$ cat src/rtl/cq_rx_pkg.sv
// CQ receive shared types
// Widths, request encodings and packed structs

package cq_rx_pkg;

  localparam int CQ_DATA_W = 128;  // Beat width
  localparam int BE_W      = 4;    // Byte enables per dword

  ////////////////////////////////////////////////////////////
  // Request types from the CQ descriptor
  ////////////////////////////////////////////////////////////
  typedef enum logic [3:0] {
    MEM_RD  = 4'b0000,
    MEM_WR  = 4'b0001,
    MSG     = 4'b1100,
    VDM     = 4'b1101,
    ATS_MSG = 4'b1110
  } req_type_e;

  // TLP Fmt and Type codes
  localparam logic [2:0] FMT_3DW_ND = 3'b000;  // 3DW header, no data
  localparam logic [2:0] FMT_4DW_ND = 3'b001;  // 4DW header, no data
  localparam logic [2:0] FMT_3DW_D  = 3'b010;  // 3DW header with data
  localparam logic [2:0] FMT_4DW_D  = 3'b011;  // 4DW header with data
  localparam logic [4:0] TYPE_MEM   = 5'b00000;
  localparam logic [1:0] TYPE_MSG   = 2'b10;   // Followed by routing

  ////////////////////////////////////////////////////////////
  // Structs
  ////////////////////////////////////////////////////////////
  typedef struct packed {
    logic [CQ_DATA_W-1:0] data;
    logic                 sop;
    logic                 last;
    logic [BE_W-1:0]      first_be;
    logic [BE_W-1:0]      last_be;
  } cq_beat_t;

  typedef struct packed {
    logic [63:0]     addr;
    logic [10:0]     dw_len;
    req_type_e       req_type;
    logic [15:0]     requester_id;
    logic [7:0]      tag;
    logic [7:0]      msg_code;
    logic [2:0]      msg_route;
    logic [2:0]      tc;
    logic [2:0]      attr;
    logic [BE_W-1:0] first_be;
    logic [BE_W-1:0] last_be;
    logic [63:0]     low_dw;        // Message body for messages
  } cq_desc_t;

  typedef struct packed {
    logic [31:0] hdr_dw0;
    logic [31:0] hdr_dw1;
    logic [31:0] hdr_dw2;
    logic [31:0] hdr_dw3;
  } tlp_hdr_t;

  typedef struct packed {
    logic [15:0] requester_id;
    logic [7:0]  tag;
    logic [2:0]  tc;
    logic [2:0]  attr;
    logic [10:0] dw_len;
    logic [11:0] byte_count;
    logic [6:0]  lower_addr;
  } cpl_req_t;

endpackage

$ cat src/rtl/cpl_field_calc.sv
// Completion field calculation
// Byte count and lower address for memory reads
`timescale 1ns/10ps

module cpl_field_calc (
  input  logic                user_clk,
  input  logic                user_reset_n,
  input  cq_rx_pkg::cq_desc_t desc,
  input  logic                desc_vld,
  output cq_rx_pkg::cpl_req_t cpl,
  output logic                cpl_push
);

  import cq_rx_pkg::*;

  // Zero bits below the lowest set bit, all bits when empty
  function automatic logic [2:0] zeros_below(input logic [BE_W-1:0] be);
    logic [2:0] n;
    n = 3'(BE_W);
    for (int i = BE_W - 1; i >= 0; i--) begin
      if (be[i]) begin
        n = 3'(i);
      end
    end
    return n;
  endfunction

  // Zero bits above the highest set bit, all bits when empty
  function automatic logic [2:0] zeros_above(input logic [BE_W-1:0] be);
    logic [2:0] n;
    n = 3'(BE_W);
    for (int i = 0; i < BE_W; i++) begin
      if (be[i]) begin
        n = 3'(BE_W - 1 - i);
      end
    end
    return n;
  endfunction

  logic [2:0]  fbe_lo_zeros;
  logic [2:0]  fbe_hi_zeros;
  logic [2:0]  lbe_hi_zeros;
  logic [2:0]  single_bytes;
  logic [12:0] multi_bytes;
  logic [11:0] byte_count;
  logic [1:0]  byte_off;
  logic [6:0]  lower_addr;
  logic        is_read;

  assign fbe_lo_zeros = zeros_below(desc.first_be);
  assign fbe_hi_zeros = zeros_above(desc.first_be);
  assign lbe_hi_zeros = zeros_above(desc.last_be);

  ////////////////////////////////////////////////////////////
  // Byte count
  ////////////////////////////////////////////////////////////
  assign single_bytes = 3'(BE_W) - fbe_lo_zeros - fbe_hi_zeros;  // Span of first_be
  assign multi_bytes  = {desc.dw_len, 2'b00} - 13'(fbe_lo_zeros) - 13'(lbe_hi_zeros);

  always_comb begin
    if (desc.last_be == '0) begin
      byte_count = (desc.first_be == '0) ? 12'd1 : 12'(single_bytes);
    end else begin
      byte_count = multi_bytes[11:0];  // 1024 DW wraps to zero
    end
  end

  // Lower address from dword address and first enabled byte
  assign byte_off   = (desc.first_be == '0) ? 2'b00 : fbe_lo_zeros[1:0];
  assign lower_addr = (desc.dw_len == '0) ? 7'h0 : {desc.addr[6:2], byte_off};

  assign is_read = desc_vld && (desc.req_type == MEM_RD);

  always_ff @(posedge user_clk or negedge user_reset_n) begin
    if (!user_reset_n) begin
      cpl_push <= 1'b0;
    end else begin
      cpl_push <= is_read;
    end
  end

  always_ff @(posedge user_clk) begin
    if (is_read) begin
      cpl.requester_id <= desc.requester_id;
      cpl.tag          <= desc.tag;
      cpl.tc           <= desc.tc;
      cpl.attr         <= desc.attr;
      cpl.dw_len       <= desc.dw_len;
      cpl.byte_count   <= byte_count;
      cpl.lower_addr   <= lower_addr;
    end
  end

endmodule

$ cat src/rtl/cq_desc_parser.sv
// CQ descriptor capture
`timescale 1ns/10ps

module cq_desc_parser (
  input  logic                           user_clk,
  input  logic                           user_reset_n,
  input  logic                           desc_take,
  input  logic [cq_rx_pkg::CQ_DATA_W-1:0] cq_data,
  input  logic [cq_rx_pkg::BE_W-1:0]      cq_first_be,
  input  logic [cq_rx_pkg::BE_W-1:0]      cq_last_be,
  output cq_rx_pkg::cq_desc_t             desc,
  output logic                           desc_vld
);

  import cq_rx_pkg::*;

  always_ff @(posedge user_clk or negedge user_reset_n) begin
    if (!user_reset_n) begin
      desc_vld <= 1'b0;
    end else begin
      desc_vld <= desc_take;  // One pulse per capture
    end
  end

  ////////////////////////////////////////////////////////////
  // Field slicing from the header beat
  ////////////////////////////////////////////////////////////
  always_ff @(posedge user_clk) begin
    if (desc_take) begin
      desc.addr         <= cq_data[63:0];
      desc.dw_len       <= cq_data[74:64];
      desc.req_type     <= req_type_e'(cq_data[78:75]);
      desc.requester_id <= cq_data[95:80];
      desc.tag          <= cq_data[103:96];
      desc.msg_code     <= cq_data[111:104];
      desc.msg_route    <= cq_data[114:112];
      desc.tc           <= cq_data[123:121];
      desc.attr         <= cq_data[126:124];  // ID order, relaxed, no snoop
      desc.first_be     <= cq_first_be;
      desc.last_be      <= cq_last_be;
      desc.low_dw       <= cq_data[63:0];     // Same dwords, kept as message body
    end
  end

endmodule

$ cat src/rtl/cq_rx_ctrl.sv
// CQ link and frame control
`timescale 1ns/10ps

module cq_rx_ctrl #(
  parameter int CNT_W = 3
) (
  input  logic             user_clk,
  input  logic             user_reset_n,
  input  logic             link_up,
  input  logic             cq_valid,
  input  logic             cq_sop,
  input  logic             cq_last,
  input  logic [CNT_W-1:0] hdr_free,
  input  logic [CNT_W-1:0] cpl_free,
  output logic             cq_ready,
  output logic             desc_take
);

  // Two requests may sit in parser and builder, plus the one on the bus
  localparam int MIN_FREE = 3;

  typedef enum logic [1:0] {
    LINK_DOWN = 2'b00,
    IDLE      = 2'b01,
    IN_FRAME  = 2'b10
  } state_e;

  state_e state;
  state_e state_nxt;
  logic   room;
  logic   beat_acc;

  assign room      = (hdr_free >= CNT_W'(MIN_FREE)) && (cpl_free >= CNT_W'(MIN_FREE));
  assign cq_ready  = (state != LINK_DOWN) && room;
  assign beat_acc  = cq_valid && cq_ready;
  assign desc_take = beat_acc && cq_sop && (state == IDLE);  // Header beat only

  ////////////////////////////////////////////////////////////
  // Next state
  ////////////////////////////////////////////////////////////
  always_comb begin
    state_nxt = state;
    case (state)
      LINK_DOWN: begin
        if (link_up) begin
          state_nxt = IDLE;
        end
      end
      IDLE: begin
        if (!link_up) begin
          state_nxt = LINK_DOWN;
        end else if (beat_acc && cq_sop && !cq_last) begin
          state_nxt = IN_FRAME;  // Payload follows
        end
      end
      IN_FRAME: begin
        if (!link_up) begin
          state_nxt = LINK_DOWN;  // Rest of frame is dropped
        end else if (beat_acc && cq_last) begin
          state_nxt = IDLE;
        end
      end
      default: begin
        state_nxt = LINK_DOWN;
      end
    endcase
  end

  always_ff @(posedge user_clk or negedge user_reset_n) begin
    if (!user_reset_n) begin
      state <= LINK_DOWN;
    end else begin
      state <= state_nxt;
    end
  end

endmodule

$ cat src/rtl/cq_rx_top.sv
// CQ receive top level
`timescale 1ns/10ps

module cq_rx_top #(
  parameter int OUT_DEPTH = 4
) (
  input  logic                user_clk,
  input  logic                user_reset_n,
  input  logic                link_up,
  input  cq_rx_pkg::cq_beat_t cq_beat,
  input  logic                cq_valid,
  output logic                cq_ready,
  output cq_rx_pkg::tlp_hdr_t hdr_out,
  output logic                hdr_valid,
  input  logic                hdr_ready,
  output cq_rx_pkg::cpl_req_t cpl_out,
  output logic                cpl_valid,
  input  logic                cpl_ready
);

  import cq_rx_pkg::*;

  localparam int CNT_W = $clog2(OUT_DEPTH + 1);

  logic             desc_take;
  cq_desc_t         desc;
  logic             desc_vld;
  tlp_hdr_t         hdr;
  logic             hdr_push;
  cpl_req_t         cpl;
  logic             cpl_push;
  logic [CNT_W-1:0] hdr_free;
  logic [CNT_W-1:0] cpl_free;

  ////////////////////////////////////////////////////////////
  // Control and descriptor capture
  ////////////////////////////////////////////////////////////
  cq_rx_ctrl #(
    .CNT_W (CNT_W)
  ) u_ctrl (
    .user_clk     (user_clk),
    .user_reset_n (user_reset_n),
    .link_up      (link_up),
    .cq_valid     (cq_valid),
    .cq_sop       (cq_beat.sop),
    .cq_last      (cq_beat.last),
    .hdr_free     (hdr_free),
    .cpl_free     (cpl_free),
    .cq_ready     (cq_ready),
    .desc_take    (desc_take)
  );

  cq_desc_parser u_parser (
    .user_clk     (user_clk),
    .user_reset_n (user_reset_n),
    .desc_take    (desc_take),
    .cq_data      (cq_beat.data),
    .cq_first_be  (cq_beat.first_be),
    .cq_last_be   (cq_beat.last_be),
    .desc         (desc),
    .desc_vld     (desc_vld)
  );

  ////////////////////////////////////////////////////////////
  // Header and completion paths
  ////////////////////////////////////////////////////////////
  tlp_hdr_builder u_hdr (
    .user_clk     (user_clk),
    .user_reset_n (user_reset_n),
    .desc         (desc),
    .desc_vld     (desc_vld),
    .hdr          (hdr),
    .hdr_push     (hdr_push)
  );

  cpl_field_calc u_cpl (
    .user_clk     (user_clk),
    .user_reset_n (user_reset_n),
    .desc         (desc),
    .desc_vld     (desc_vld),
    .cpl          (cpl),
    .cpl_push     (cpl_push)
  );

  req_out_buf #(
    .payload_t (tlp_hdr_t),
    .DEPTH     (OUT_DEPTH),
    .CNT_W     (CNT_W)
  ) u_hdr_buf (
    .user_clk     (user_clk),
    .user_reset_n (user_reset_n),
    .push         (hdr_push),
    .push_data    (hdr),
    .out_data     (hdr_out),
    .out_valid    (hdr_valid),
    .out_ready    (hdr_ready),
    .free_slots   (hdr_free)
  );

  req_out_buf #(
    .payload_t (cpl_req_t),
    .DEPTH     (OUT_DEPTH),
    .CNT_W     (CNT_W)
  ) u_cpl_buf (
    .user_clk     (user_clk),
    .user_reset_n (user_reset_n),
    .push         (cpl_push),
    .push_data    (cpl),
    .out_data     (cpl_out),
    .out_valid    (cpl_valid),
    .out_ready    (cpl_ready),
    .free_slots   (cpl_free)
  );

endmodule

$ cat src/rtl/req_out_buf.sv
// Output request FIFO
`timescale 1ns/10ps

module req_out_buf #(
  parameter type payload_t = logic [31:0],
  parameter int  DEPTH     = 4,
  parameter int  CNT_W     = 3
) (
  input  logic             user_clk,
  input  logic             user_reset_n,
  input  logic             push,
  input  payload_t         push_data,
  output payload_t         out_data,
  output logic             out_valid,
  input  logic             out_ready,
  output logic [CNT_W-1:0] free_slots
);

  localparam int PTR_W = (DEPTH > 1) ? $clog2(DEPTH) : 1;

  function automatic logic [PTR_W-1:0] ptr_inc(input logic [PTR_W-1:0] ptr);
    return (ptr == PTR_W'(DEPTH - 1)) ? '0 : ptr + 1'b1;
  endfunction

  payload_t         mem [DEPTH];
  logic [PTR_W-1:0] wr_ptr;
  logic [PTR_W-1:0] rd_ptr;
  logic [CNT_W-1:0] count;
  logic             wr_en;
  logic             rd_en;

  assign out_valid  = (count != '0);
  assign out_data   = mem[rd_ptr];  // Holds while stalled
  assign free_slots = CNT_W'(DEPTH) - count;
  assign rd_en      = out_valid && out_ready;
  assign wr_en      = push && (count != CNT_W'(DEPTH));

  always_ff @(posedge user_clk or negedge user_reset_n) begin
    if (!user_reset_n) begin
      wr_ptr <= '0;
      rd_ptr <= '0;
      count  <= '0;
    end else begin
      if (wr_en) wr_ptr <= ptr_inc(wr_ptr);
      if (rd_en) rd_ptr <= ptr_inc(rd_ptr);
      count <= count + CNT_W'(wr_en) - CNT_W'(rd_en);
    end
  end

  always_ff @(posedge user_clk) begin
    if (wr_en) begin
      mem[wr_ptr] <= push_data;
    end
  end

endmodule

$ cat src/rtl/tlp_hdr_builder.sv
// TLP header builder
// Rebuilds a 4DW PCIe header from a CQ descriptor
`timescale 1ns/10ps

module tlp_hdr_builder (
  input  logic                user_clk,
  input  logic                user_reset_n,
  input  cq_rx_pkg::cq_desc_t desc,
  input  logic                desc_vld,
  output cq_rx_pkg::tlp_hdr_t hdr,
  output logic                hdr_push
);

  import cq_rx_pkg::*;

  logic        addr64;
  logic        kept;
  logic [2:0]  fmt;
  logic [4:0]  typ;
  logic [23:0] dw0_low;
  tlp_hdr_t    hdr_nxt;

  assign addr64 = (desc.addr[63:32] != 32'h0);

  // TC, attributes and length, common to every kept type
  assign dw0_low = {1'b0, desc.tc, 1'b0, desc.attr[2], 2'b00,
                    1'b0, 1'b0, desc.attr[1:0], 2'b00, desc.dw_len[9:0]};

  ////////////////////////////////////////////////////////////
  // Header per request type
  ////////////////////////////////////////////////////////////
  always_comb begin
    kept    = 1'b1;
    fmt     = FMT_4DW_ND;
    typ     = TYPE_MEM;
    hdr_nxt = '0;
    case (desc.req_type)
      MEM_RD, MEM_WR: begin
        if (desc.req_type == MEM_RD) begin
          fmt = addr64 ? FMT_4DW_ND : FMT_3DW_ND;
        end else begin
          fmt = addr64 ? FMT_4DW_D : FMT_3DW_D;
        end
        hdr_nxt.hdr_dw1 = {desc.requester_id, desc.tag, desc.last_be, desc.first_be};
        if (addr64) begin
          hdr_nxt.hdr_dw2 = desc.addr[63:32];
          hdr_nxt.hdr_dw3 = {desc.addr[31:2], 2'b00};
        end else begin
          hdr_nxt.hdr_dw2 = {desc.addr[31:2], 2'b00};
          hdr_nxt.hdr_dw3 = 32'h0;
        end
      end
      MSG, VDM, ATS_MSG: begin
        typ             = {TYPE_MSG, desc.msg_route};
        hdr_nxt.hdr_dw1 = {desc.requester_id, desc.tag, desc.msg_code};
        hdr_nxt.hdr_dw2 = desc.low_dw[63:32];
        hdr_nxt.hdr_dw3 = desc.low_dw[31:0];
      end
      default: begin
        kept = 1'b0;  // Unsupported, no output
      end
    endcase
    hdr_nxt.hdr_dw0 = {fmt, typ, dw0_low};
  end

  always_ff @(posedge user_clk or negedge user_reset_n) begin
    if (!user_reset_n) begin
      hdr_push <= 1'b0;
    end else begin
      hdr_push <= desc_vld && kept;
    end
  end

  always_ff @(posedge user_clk) begin
    if (desc_vld && kept) begin
      hdr <= hdr_nxt;
    end
  end

endmodule

$ cat config.mk
export PLATFORM = sky130hd
export DESIGN_NAME = cq_rx_top
export DESIGN_NICKNAME = d
export VERILOG_FILES = /design/src/rtl/cq_rx_pkg.sv /design/src/rtl/cpl_field_calc.sv /design/src/rtl/cq_desc_parser.sv /design/src/rtl/cq_rx_ctrl.sv /design/src/rtl/cq_rx_top.sv /design/src/rtl/req_out_buf.sv /design/src/rtl/tlp_hdr_builder.sv
export SDC_FILE = /design/constraint.sdc
export NUM_CORES = 1
export LEC_CHECK = 0
export BUFFER_PORTS_ARGS = -buffer_cell sky130_fd_sc_hd__buf_2
export CORE_MARGIN = 2
export CORE_UTILIZATION = 32
export CTS_CLUSTER_DIAMETER = 60
export DETAILED_ROUTE_END_ITERATION = 8
export PLACE_DENSITY = 0.56
export SETUP_SLACK_MARGIN = 0.1
export SYNTH_ARGS = -nofsm -noshare
export SYNTH_HDL_FRONTEND = slang
export SYNTH_SLANG_ARGS = --single-unit
$ cat constraint.sdc
create_clock -name user_clk -period 6.8 [get_ports user_clk]
set_input_delay 0.34 -clock user_clk [delete_from_list [all_inputs] [get_ports user_clk]]
set_output_delay 0.34 -clock user_clk [all_outputs]
set_load 0.01 [all_outputs]
==> key figures, run 1 <==
Min path
  • Hold path startpoint: cq_beat[9]
  • HP Class: in2reg
  • Hold path depth: 2
  • Worst hold path endpoint: u_parser.desc[73]

Place
  • DP Wirelength: 51520 um
  • # port buffers: 316
  • DP Area: 41060 um^2
  • Placed insts: 3372
  • GPL Wtd Cong: 0.7339

Final layout
  • Share of post-route cells with drive strength above 1: 0.3248
  • Area of the multi-input gates: 6210 um^2
  • Fillers: 10320
  • Layout Nets: 2276
  • Fin cells: 3724
  • Reg area: 31060 um^2
  • Layout Cell Area excl Fill: 46190 um^2
  • Syn-to-layout area delta: 22.80%

Routing
  • Metal3 WL: 5571 um
  • Max layer used: met5
  • DRT iter0 DRCs: 1261
  • Via total after detailed routing: 17520
  • Post-DR vias/cell: 4.704
  • Iteration count of the initial detailed-routing pass: 5
  • Routed Antenna Nets: 0
  • DR DRC count: 0
  • Routed WL per cell: 23.50 um
  • Post-Route WL: 87530 um
  • Routed length on met2: 42410 um
  • M1 wire length: 37450 um

Critical path
  • R2R Setup Slk: 2760 ps
  • Worst setup SP type: flip-flop
  • Crit. End Element: flip-flop
  • Worst R2R End: u_hdr.hdr[96]
  • Crit Path Category: reg2reg
  • Worst flop-to-flop path startpoint: u_parser.desc[113]
  • Critical Path Fanout Max: 73
  • Reg2reg path depth: 5
  • CP arrival: 4380 ps
  • Data required, critical path: 7140 ps

Clocking
  • Post-CTS Resized: 0
  • Root buffer cell: clkbuf_16
  • CTS Buf Count: 114
  • CTS tree: done
  • H-tree depth: 3
  • Worst-path clk slew: 60 ps
  • Clock sink total: 1037
  • Insertion delay to the later sink of the worst-skew pair: 720 ps
  • CTS Buffer Depth: 3

Power
  • PnR Total Power: 16.74 mW
  • Worst vdd ir: 291.8 uV
  • Static leakage: 15.21 nW
  • PD cells: 362.5 nW/um^2

GRT
  • Total track usage: 0.1448
  • First-pass GRT wire length: 126600 um
  • Initial antenna violation count: 16
  • Largest net degree at the start of global routing: 92
  • Grt ovf: 0
  • Vias in the first global route: 18640

STA
  • Max Clock Skew: 48.47 ps
  • Hold WS: 122.3 ps
  • Final setup fails: 0
  • Final period utilization: 0.5938
  • Final min period: 4038 ps
  • Max Freq: 247.6 MHz
  • Post-Route Setup TNS: 0 ps
  • RSZ-0062 raised after global routing: no
  • Final Hold Viols: 0
  • Rel. slew slack: 0.2247
  • Max Slew Vio Count: 0
  • Tightest Pin Transition: 1163 ps

Yosys
  • Post-synth top area cell: edfxtp_1
  • Unique cell type count in the Yosys netlist: 47
  • Number of synthesized flops with an enable pin: 1018
  • Mapped Area: 37610 um^2
  • Seq/Total Area, Yosys: 0.8253
  • Top cells by area, synth: edfxtp_1 (81%), mux4_2 (11%), dfrtp_1 (1.3%), ha_1 (1.0%), a32o_1 (0.80%)
  • Area share of the largest cell type after synthesis: 0.8127
  • Post-synthesis async set-or-reset flop share: 0.01832
  • Avg Cell Area, Syn: 23.81 um^2
  • Post-synth top flop: edfxtp_1
  • Synthesis warning total: 0
  • #FFs+latches synth: 1037
  • Most frequent cell after synthesis: edfxtp_1
  • Synth cell count leaders: edfxtp_1 (1018), mux4_2 (178), and2_1 (45)
  • Post-Syn Instances: 1580

Floorplan
  • Core area: 116400 um^2
  • Ports: 335
  • Die Wd: 346.9 um
  • Row cnt: 125
  • Die area: 120300 um^2
  • Starting Density: 0.3233
  • Die H: 346.9 um

Status
  • Outcome: complete, no violations

Job
  • Max-cap violations: 0
==> state kept, by name, indices dropped and copies added, names as in the netlist <==
register / cells
u_cpl.cpl: 60
u_cpl.cpl_push: 1
u_cpl_buf.count: 3
u_cpl_buf.mem: 240
u_cpl_buf.rd_ptr: 2
u_cpl_buf.wr_ptr: 2
u_ctrl.state: 2
u_hdr.hdr: 118
u_hdr.hdr_push: 1
u_hdr_buf.count: 3
u_hdr_buf.mem: 472
u_hdr_buf.rd_ptr: 2
u_hdr_buf.wr_ptr: 2
u_parser.desc: 128
u_parser.desc_vld: 1
==> cells in the final DEF, fill, tap and decap left out, types with 4 or more instances in the layout <==
cell type         n
a32o_1           30
xnor2_1          13
conb_1           10
clkinvlp_4        5
clkinv_1         26
a21boi_0         32
clkinv_4          7
diode_2           5
nand2_1          11
buf_4            10
a22o_1            8
nor2b_1          12
inv_1            28
bufinv_16        11
clkbuf_1         16
clkbuf_16       114
edfxtp_1       1018
fa_1              4
dlygate4sd3_1   134
nor2_1           17
and2_1           36
buf_2           316
buf_12            6
dfrtp_1          15
and2_4            9
dfrtp_4           4
inv_16            4
nor3_1            7
mux4_2          178
inv_6            11
nor4_1            8
ha_1             30
mux2_2            4
clkinv_2         14
o21ai_0           4
==> worst max-delay path by stage <==
stage,slack (ps),from,endpoint,cells after the start
finish,2760,u_parser.desc[113],u_hdr.hdr[96],5
global route,2470,u_parser.desc[113],u_hdr.hdr[121],5
CTS,2620,u_parser.desc[113],u_hdr.hdr[77],5
detailed placement,2650,u_parser.desc[113],u_hdr.hdr[88],5
global placement,2680,u_parser.desc[114],u_hdr.hdr[88],5
floorplan,940,u_parser.desc[114],u_cpl.cpl_push,2
==> worst max-delay path, stage by stage, from the launching register on <==
cell      delay (ps)
edfxtp_1         440
nand2_1          140
nand3_2          710
nand2_4          990
and2_4           770
buf_12           490
==> cell families (layout without fill, tap and decap cells) <==
family	after synthesis	after routing	synth area share
AOI/OAI and AO/OA	91	91	0.02112
xor gates and xnor gates	13	13	0.003027
adders and majority gates	34	34	0.01211
buffers and inverters	101	707	0.01221
DFF	1037	1037	0.8253
muxes	182	182	0.1078
other	1	15	0.00009969
and+or+nand+nor	121	121	0.01833
==> what timing repair did <==
| item | in CTS | in global routing |
|---|---|---|
| setup buffers | 0 | 0 |
| hold buffers | 134 | 0 |
| hold endpoints to repair | 149 | 0 |
==> cell type report <==
class,count,area share
antenna,5,0.0002709
clock buffer,130,0.06306
clock inverter,83,0.01877
inverter,28,0.002275
multi-input combinational,451,0.1344
sequential,1037,0.6724
tap,1524,0.04128
timing repair buffer,466,0.06750
==> per-stage QoR <==
step                      setup WS, ps  utilization
after floorplan                  942.7            -
after global placement            2675       0.3528
after detailed placement          2653       0.3528
after CTS                         2625       0.3969
after global routing              2475       0.3969
final                             2762       0.3970
==> layer usage <==
layer | vias to the layer above | track usage
li1 | 7629 | -
met3 | 151 | 0.03600
met5 | - | 0
met2 | 563 | 0.2366
met4 | 18 | 0.04392
met1 | 9158 | 0.1909
==> power breakdown <==
part	internal (mW)	switching (mW)	total, mW
Clock	3.54	2.60	6.14
Combinational	1.51	1.62	3.13
Sequential	7.13	0.347	7.48
Total	12.2	4.56	16.7
Power figures use the tool's default switching activity.
==> inputs of run 2 (changes only) <==
--- a/config.mk
+++ b/config.mk
@@ -10,7 +10,7 @@
 export CORE_UTILIZATION = 32
 export CTS_CLUSTER_DIAMETER = 60
 export DETAILED_ROUTE_END_ITERATION = 8
-export PLACE_DENSITY = 0.56
+export PLACE_DENSITY = 0.58
 export SETUP_SLACK_MARGIN = 0.1
 export SYNTH_ARGS = -nofsm -noshare
 export SYNTH_HDL_FRONTEND = slang
==> constraint.sdc (replaced) <==
create_clock -name user_clk -period 3.53 [get_ports user_clk]
set_input_delay 0.1765 -clock user_clk [delete_from_list [all_inputs] [get_ports user_clk]]
set_output_delay 0.1765 -clock user_clk [all_outputs]
set_load 0.01 [all_outputs]
==> key figures, run 2 (synthesis gave the netlist of run 1 again) <==
Critical path
  • Worst setup SP type: flip-flop
  • R2R Setup Slk: 510 ps (-2250 ps)
  • Crit. End Element: flip-flop
  • CP arrival: 3480 ps (-900 ps)
  • Reg2reg path depth: 8 (+3)
  • Crit Path Category: reg2reg
  • Critical Path Fanout Max: 4 (-95%)
  • Data required, critical path: 3980 ps (-3160 ps)

STA
  • Rel. slew slack: 0.4719 (+0.2472)
  • Final setup fails: 0 (unchanged)
  • Final min period: 3021 ps (-1017 ps)
  • Max Freq: 331.0 MHz (+34%)
  • Final Hold Viols: 0 (unchanged)
  • Final period utilization: 0.8559 (+0.2621)
  • RSZ-0062 raised after global routing: no
  • Max Slew Vio Count: 0 (unchanged)
  • Max Clock Skew: 39.13 ps (-9.336 ps)
  • Post-Route Setup TNS: 0 ps (unchanged)
  • Tightest Pin Transition: 792.2 ps (-370.8 ps)

Clocking
  • Insertion delay to the later sink of the worst-skew pair: 710 ps (about the same)
  • Worst-path clk slew: 60 ps (about the same)
  • Clock sink total: 1037 (unchanged)
  • CTS Buffer Depth: 3 (unchanged)
  • Root buffer cell: clkbuf_16
  • Postcts setup bufs: 0 (unchanged)
  • CTS tree: done
  • H-tree depth: 3 (unchanged)
  • CTS Buf Count: 112 (-1.8%)

Status
  • Outcome: complete, no violations

GRT
  • Grt ovf: 0 (unchanged)
  • First-pass GRT wire length: 129400 um (+2.2%)
  • Initial antenna violation count: 19 (+3)
  • Total track usage: 0.1476 (+0.002838)
  • Vias in the first global route: 18900 (+1.4%)
  • Largest net degree at the start of global routing: 62 (-33%)

Power
  • Static leakage: 15.47 nW (+1.7%)
  • PD cells: 687.3 nW/um^2 (+90%)
  • Worst vdd ir: 423.1 uV (+45%)

Floorplan
  • Core area: 116400 um^2 (unchanged)
  • Row cnt: 125 (unchanged)
  • Starting Density: 0.3233 (unchanged)
  • Ports: 335 (unchanged)
  • Die H: 346.9 um (unchanged)
  • Die Wd: 346.9 um (unchanged)
  • Die area: 120300 um^2 (unchanged)

Final layout
  • Most frequent cells in the layout: edfxtp_1 (1018), buf_2 (316), mux4_2 (178), dlygate4sd3_1 (137), clkbuf_16 (112)
  • Largest registers: u_hdr_buf.mem (472), u_cpl_buf.mem (240), u_parser.desc (128)
  • Layout Nets: 2323 (+2.1%)
  • Share of post-route cells with drive strength above 1: 0.3369 (+0.01207)
  • Commonest non-fill, non-tap cell in the layout: edfxtp_1
  • Syn-to-layout area delta: 24.08%
  • Fillers: 10300 (-0.28%)
  • Layout Cell Area excl Fill: 46670 um^2 (+1.0%)
  • Largest register by flop count: u_hdr_buf.mem
  • Max FFs per register: 472 (unchanged)

Routing
  • Post-Route WL: 89780 um (+2.6%)
  • Routed WL per cell: 23.79 um (+1.2%)
  • Post-DR vias/cell: 4.731 (+0.57%)
  • Routed Antenna Nets: 0 (unchanged)
  • DRT iter0 DRCs: 1465 (+16%)
  • Via total after detailed routing: 17850 (+1.9%)
  • Iteration count of the initial detailed-routing pass: 5 (unchanged)
  • DR DRC count: 0 (unchanged)

Job
  • Max-cap violations: 0 (unchanged)

Place
  • DP Area: 41600 um^2 (+1.3%)
  • GPL Wtd Cong: 0.7557 (+3.0%)
  • # port buffers: 316 (unchanged)
  • DP Wirelength: 56790 um (+10%)

Min path
  • Hold path depth: 2 (unchanged)
  • HP Class: in2reg
run 2: final timing paths:
| path | end | from |
|---|---|---|
| hold reg to reg | u_cpl.cpl[48] | u_parser.desc[101] |
| setup reg to reg | u_cpl.cpl[13] | u_parser.desc[67] |
| min in group asynchronous | u_parser.desc_vld | user_reset_n |
| setup / recovery | u_cpl.cpl[13] | u_parser.desc[67] |
| max in group asynchronous | u_hdr_buf.rd_ptr[0] | user_reset_n |
| hold / removal | u_parser.desc[114] | cq_beat[86] |
run 2: worst max-delay path, stage by stage (launching register included):
cell and delay (ps):
edfxtp_1 440, nor4_2 330, inv_1 130, fa_1 500, ha_1 300, a21o_1 270, a2111oi_0 570, xnor2_1 180
nor2_1 50
run 2: cell type report:
type,count,area [um^2],share of cell area
sequential,1037,31060,0.6655
tap,1524,1907,0.04086
inverter,28,105.1,0.002252
antenna,5,12.51,0.0002681
multi-input combinational,451,6211,0.1331
clock buffer,126,2855,0.06118
clock inverter,87,814.5,0.01745
timing repair buffer,515,3706,0.07941
run 2: layer usage:
layer / GRT usage / vias up / part of all wire
li1: - / 7738 / -
met1: 0.1915 / 9322 / 0.41
met2: 0.2428 / 625 / 0.49
met3: 0.04206 / 137 / 0.078
met4: 0.04046 / 28 / 0.018
met5: 0 / - / 0.0020
run 2: through the flow:
stage	utilization	setup WS (ps)	std cells	hold slack (ps)	power, mW
after detailed placement	0.3575	503.4	3417	201.6	20.95
final	0.4011	508.6	3773	165.7	32.08
after global routing	0.4010	325.6	3771	142.4	33.43
after global placement	0.3575	505.2	3417	184.2	20.88
after floorplan	-	342.3	1589	-119.1	18.07
after CTS	0.4010	430.3	3768	107.0	32.65
run 2: report_power, final:
| part | switching (mW) | total (mW) | internal [mW] |
|---|---|---|---|
| clock network | 4.93 | 11.5 | 6.56 |
| registers | 0.597 | 14.3 | 13.7 |
| logic | 3.25 | 6.26 | 3.02 |
run 2: what timing repair did:
action / CTS / global route
endpoints found under the hold margin: 153 / 0
gates resized for setup: 0 / 0
hold buffers: 138 / 0
==> inputs of run 3 (changes only) <==
--- a/config.mk
+++ b/config.mk
@@ -11,6 +11,8 @@
 export CTS_CLUSTER_DIAMETER = 60
 export DETAILED_ROUTE_END_ITERATION = 8
 export PLACE_DENSITY = 0.58
+export RECOVER_POWER = 100
+export REMOVE_ABC_BUFFERS = 1
 export SETUP_SLACK_MARGIN = 0.1
 export SYNTH_ARGS = -nofsm -noshare
 export SYNTH_HDL_FRONTEND = slang
==> key figures, run 3 (synthesis gave the netlist of run 1 again) <==
Clocking
  • Post-CTS Resized: 0 (unchanged)
  • CTS Buf Count: 112 (unchanged)
  • Clock sink total: 1037 (unchanged)
  • Postcts setup bufs: 0 (unchanged)
  • Insertion delay to the later sink of the worst-skew pair: 700 ps (about the same)
  • CTS tree: done
  • Worst-path clk slew: 60 ps (about the same)
  • CTS Buffer Depth: 3 (unchanged)
  • Hold Buf Count CTS: 137 (-0.72%)
  • H-tree depth: 3 (unchanged)
  • Root buffer cell: clkbuf_16

GRT
  • Largest net degree at the start of global routing: 72 (+16%)
  • First-pass GRT wire length: 129800 um (+0.31%)
  • Initial antenna violation count: 5 (-14)
  • Vias in the first global route: 19340 (+2.3%)
  • Total track usage: 0.1483 (+0.0006559)
  • Grt ovf: 0 (unchanged)

STA
  • Final min period: 3200 ps (+178.9 ps)
  • Final setup fails: 0 (unchanged)
  • Max Freq: 312.5 MHz (-5.6%)
  • RSZ-0062 raised after global routing: no
  • Post-Route Setup TNS: 0 ps (unchanged)
  • Rel. slew slack: -0.4591 (-0.9309)
  • Hold WS: 173.9 ps (+8.175 ps)
  • Tightest Pin Transition: 2172 ps (+1380 ps)
  • Max Clock Skew: 39.91 ps (+0.7778 ps)
  • Final Hold Viols: 0 (unchanged)
  • Final period utilization: 0.9066 (+0.05067)
  • Max Slew Vio Count: 241 (+241)

Final layout
  • Syn-to-layout area delta: 23.57%
  • Layout Cell Area excl Fill: 46480 um^2 (-0.41%)
  • Most frequent cells in the layout: edfxtp_1 (1018), clkbuf_1 (243), mux4_2 (178), dlygate4sd3_1 (137), clkbuf_16 (113)
  • Core Util, Final: 0.3994 (-0.001645)
  • Layout Nets: 2327 (+0.17%)
  • Share of post-route cells with drive strength above 1: 0.2363 (-0.1006)
  • Largest register by flop count: u_hdr_buf.mem
  • Largest registers: u_hdr_buf.mem (472), u_cpl_buf.mem (240), u_parser.desc (128)
  • Commonest non-fill, non-tap cell in the layout: edfxtp_1
  • Max FFs per register: 472 (unchanged)
  • Fillers: 10390 (+0.92%)

Routing
  • M1 wire length: 36080 um (-2.1%)
  • DRT iter0 DRCs: 1222 (-17%)
  • Routed WL per cell: 23.77 um (-0.11%)
  • Iteration count of the initial detailed-routing pass: 5 (unchanged)
  • Post-Route WL: 89680 um (-0.11%)
  • Via total after detailed routing: 17990 (+0.77%)
  • Max layer used: met5
  • DR DRC count: 0 (unchanged)
  • Routed Antenna Nets: 0 (unchanged)
  • Post-DR vias/cell: 4.767 (+0.77%)
  • Metal3 WL: 6191 um (-12%)
  • Routed length on met2: 45230 um (+2.6%)

Status
  • Outcome: complete, but fails checks
  • Failing checks: max-capacitance violations, max-slew violations

Critical path
  • CP arrival: 3660 ps (+180 ps)
  • Crit. End Element: flip-flop
  • Crit Path Category: reg2reg
  • Critical Path Fanout Max: 17 (+13)
  • Worst setup SP type: flip-flop
  • Reg2reg path depth: 4 (-4)
  • Data required, critical path: 3990 ps (about the same)

Power
  • PD cells: 693.9 nW/um^2 (+0.96%)
  • Worst vdd ir: 510.0 uV (+21%)
  • Static leakage: 14.89 nW (-3.7%)
  • PnR Total Power: 32.25 mW (+0.54%)

Place
  • GPL Wtd Cong: 0.7434 (-1.6%)
  • DP Area: 41770 um^2 (+0.41%)
  • DP Wirelength: 54940 um (-3.2%)
  • # port buffers: 316 (unchanged)

Floorplan
  • Die area: 120300 um^2 (unchanged)
  • Die H: 346.9 um (unchanged)
  • Die Wd: 346.9 um (unchanged)
  • Core area: 116400 um^2 (unchanged)
  • Starting Density: 0.3233 (unchanged)
  • Row cnt: 125 (unchanged)
  • Ports: 335 (unchanged)

Min path
  • Hold path depth: 3 (+1)
  • HP Class: in2reg

Job
  • Max-cap violations: 6 (+6)
## run 3: changes by cell type in the layout (fill, tap and decap cells not counted), sizes merged
cell | before | now
bufinv | 9 | 13
diode | 5 | 2
inv | 43 | 41
buf | 378 | 148
clkinv | 55 | 42
clkinvlp | 8 | 10
clkbuf | 126 | 368
## run 3: final cells by class
class	instances	area (um^2)	area share
multi-input cells	451	6143	0.1322
clock buffers	134	2907	0.06253
inverters	28	105.1	0.002261
diodes	2	5.005	0.0001077
well taps	1524	1907	0.04103
repair buffers	519	3441	0.07403
flip-flops and latches	1037	31050	0.6681
clock inverters	78	918.4	0.01976
## run 3: final timing paths
kind                               startpoint                  end  slack, ps
setup / recovery           u_parser.desc[116]         u_hdr.hdr[5]        330
hold / removal                     cq_beat[9]    u_parser.desc_vld        170
setup reg to reg           u_parser.desc[116]         u_hdr.hdr[5]        330
hold reg to reg            u_parser.desc[104]        u_cpl.cpl[51]        440
max in group asynchronous        user_reset_n  u_cpl_buf.rd_ptr[0]       2030
min in group asynchronous        user_reset_n   u_cpl_buf.count[1]        740
## run 3: layer usage
layer,vias to the layer above,global-route usage
li1,7740,-
met1,9510,0.1843
met2,594,0.2546
met3,141,0.04045
met4,2,0.04002
met5,-,0
## run 3: worst max-delay path, cell delays in order (launching register included)
cell and delay (ps):
edfxtp_1 410, nor3_1 1680, o21ai_4 80, clkbuf_2 450
a21boi_0 350
## run 3: report_power, final
group          switching (mW)  internal (mW)  leakage [nW]
Sequential              0.557           13.7          9.44
Clock                    4.92           6.93          1.84
Combinational            3.34           2.76          3.61
## run 3: stage by stage
| stage | cells | setup WS [ps] |
|---|---|---|
| 5_1_grt | 3771 | 201.4 |
| 3_5_place_dp | 3422 | 541.1 |
| 2_1_floorplan | 1516 | -2327 |
| 6_report | 3773 | 329.7 |
| 3_3_place_gp | 3422 | 506.6 |
| 4_1_cts | 3771 | 417.1 |
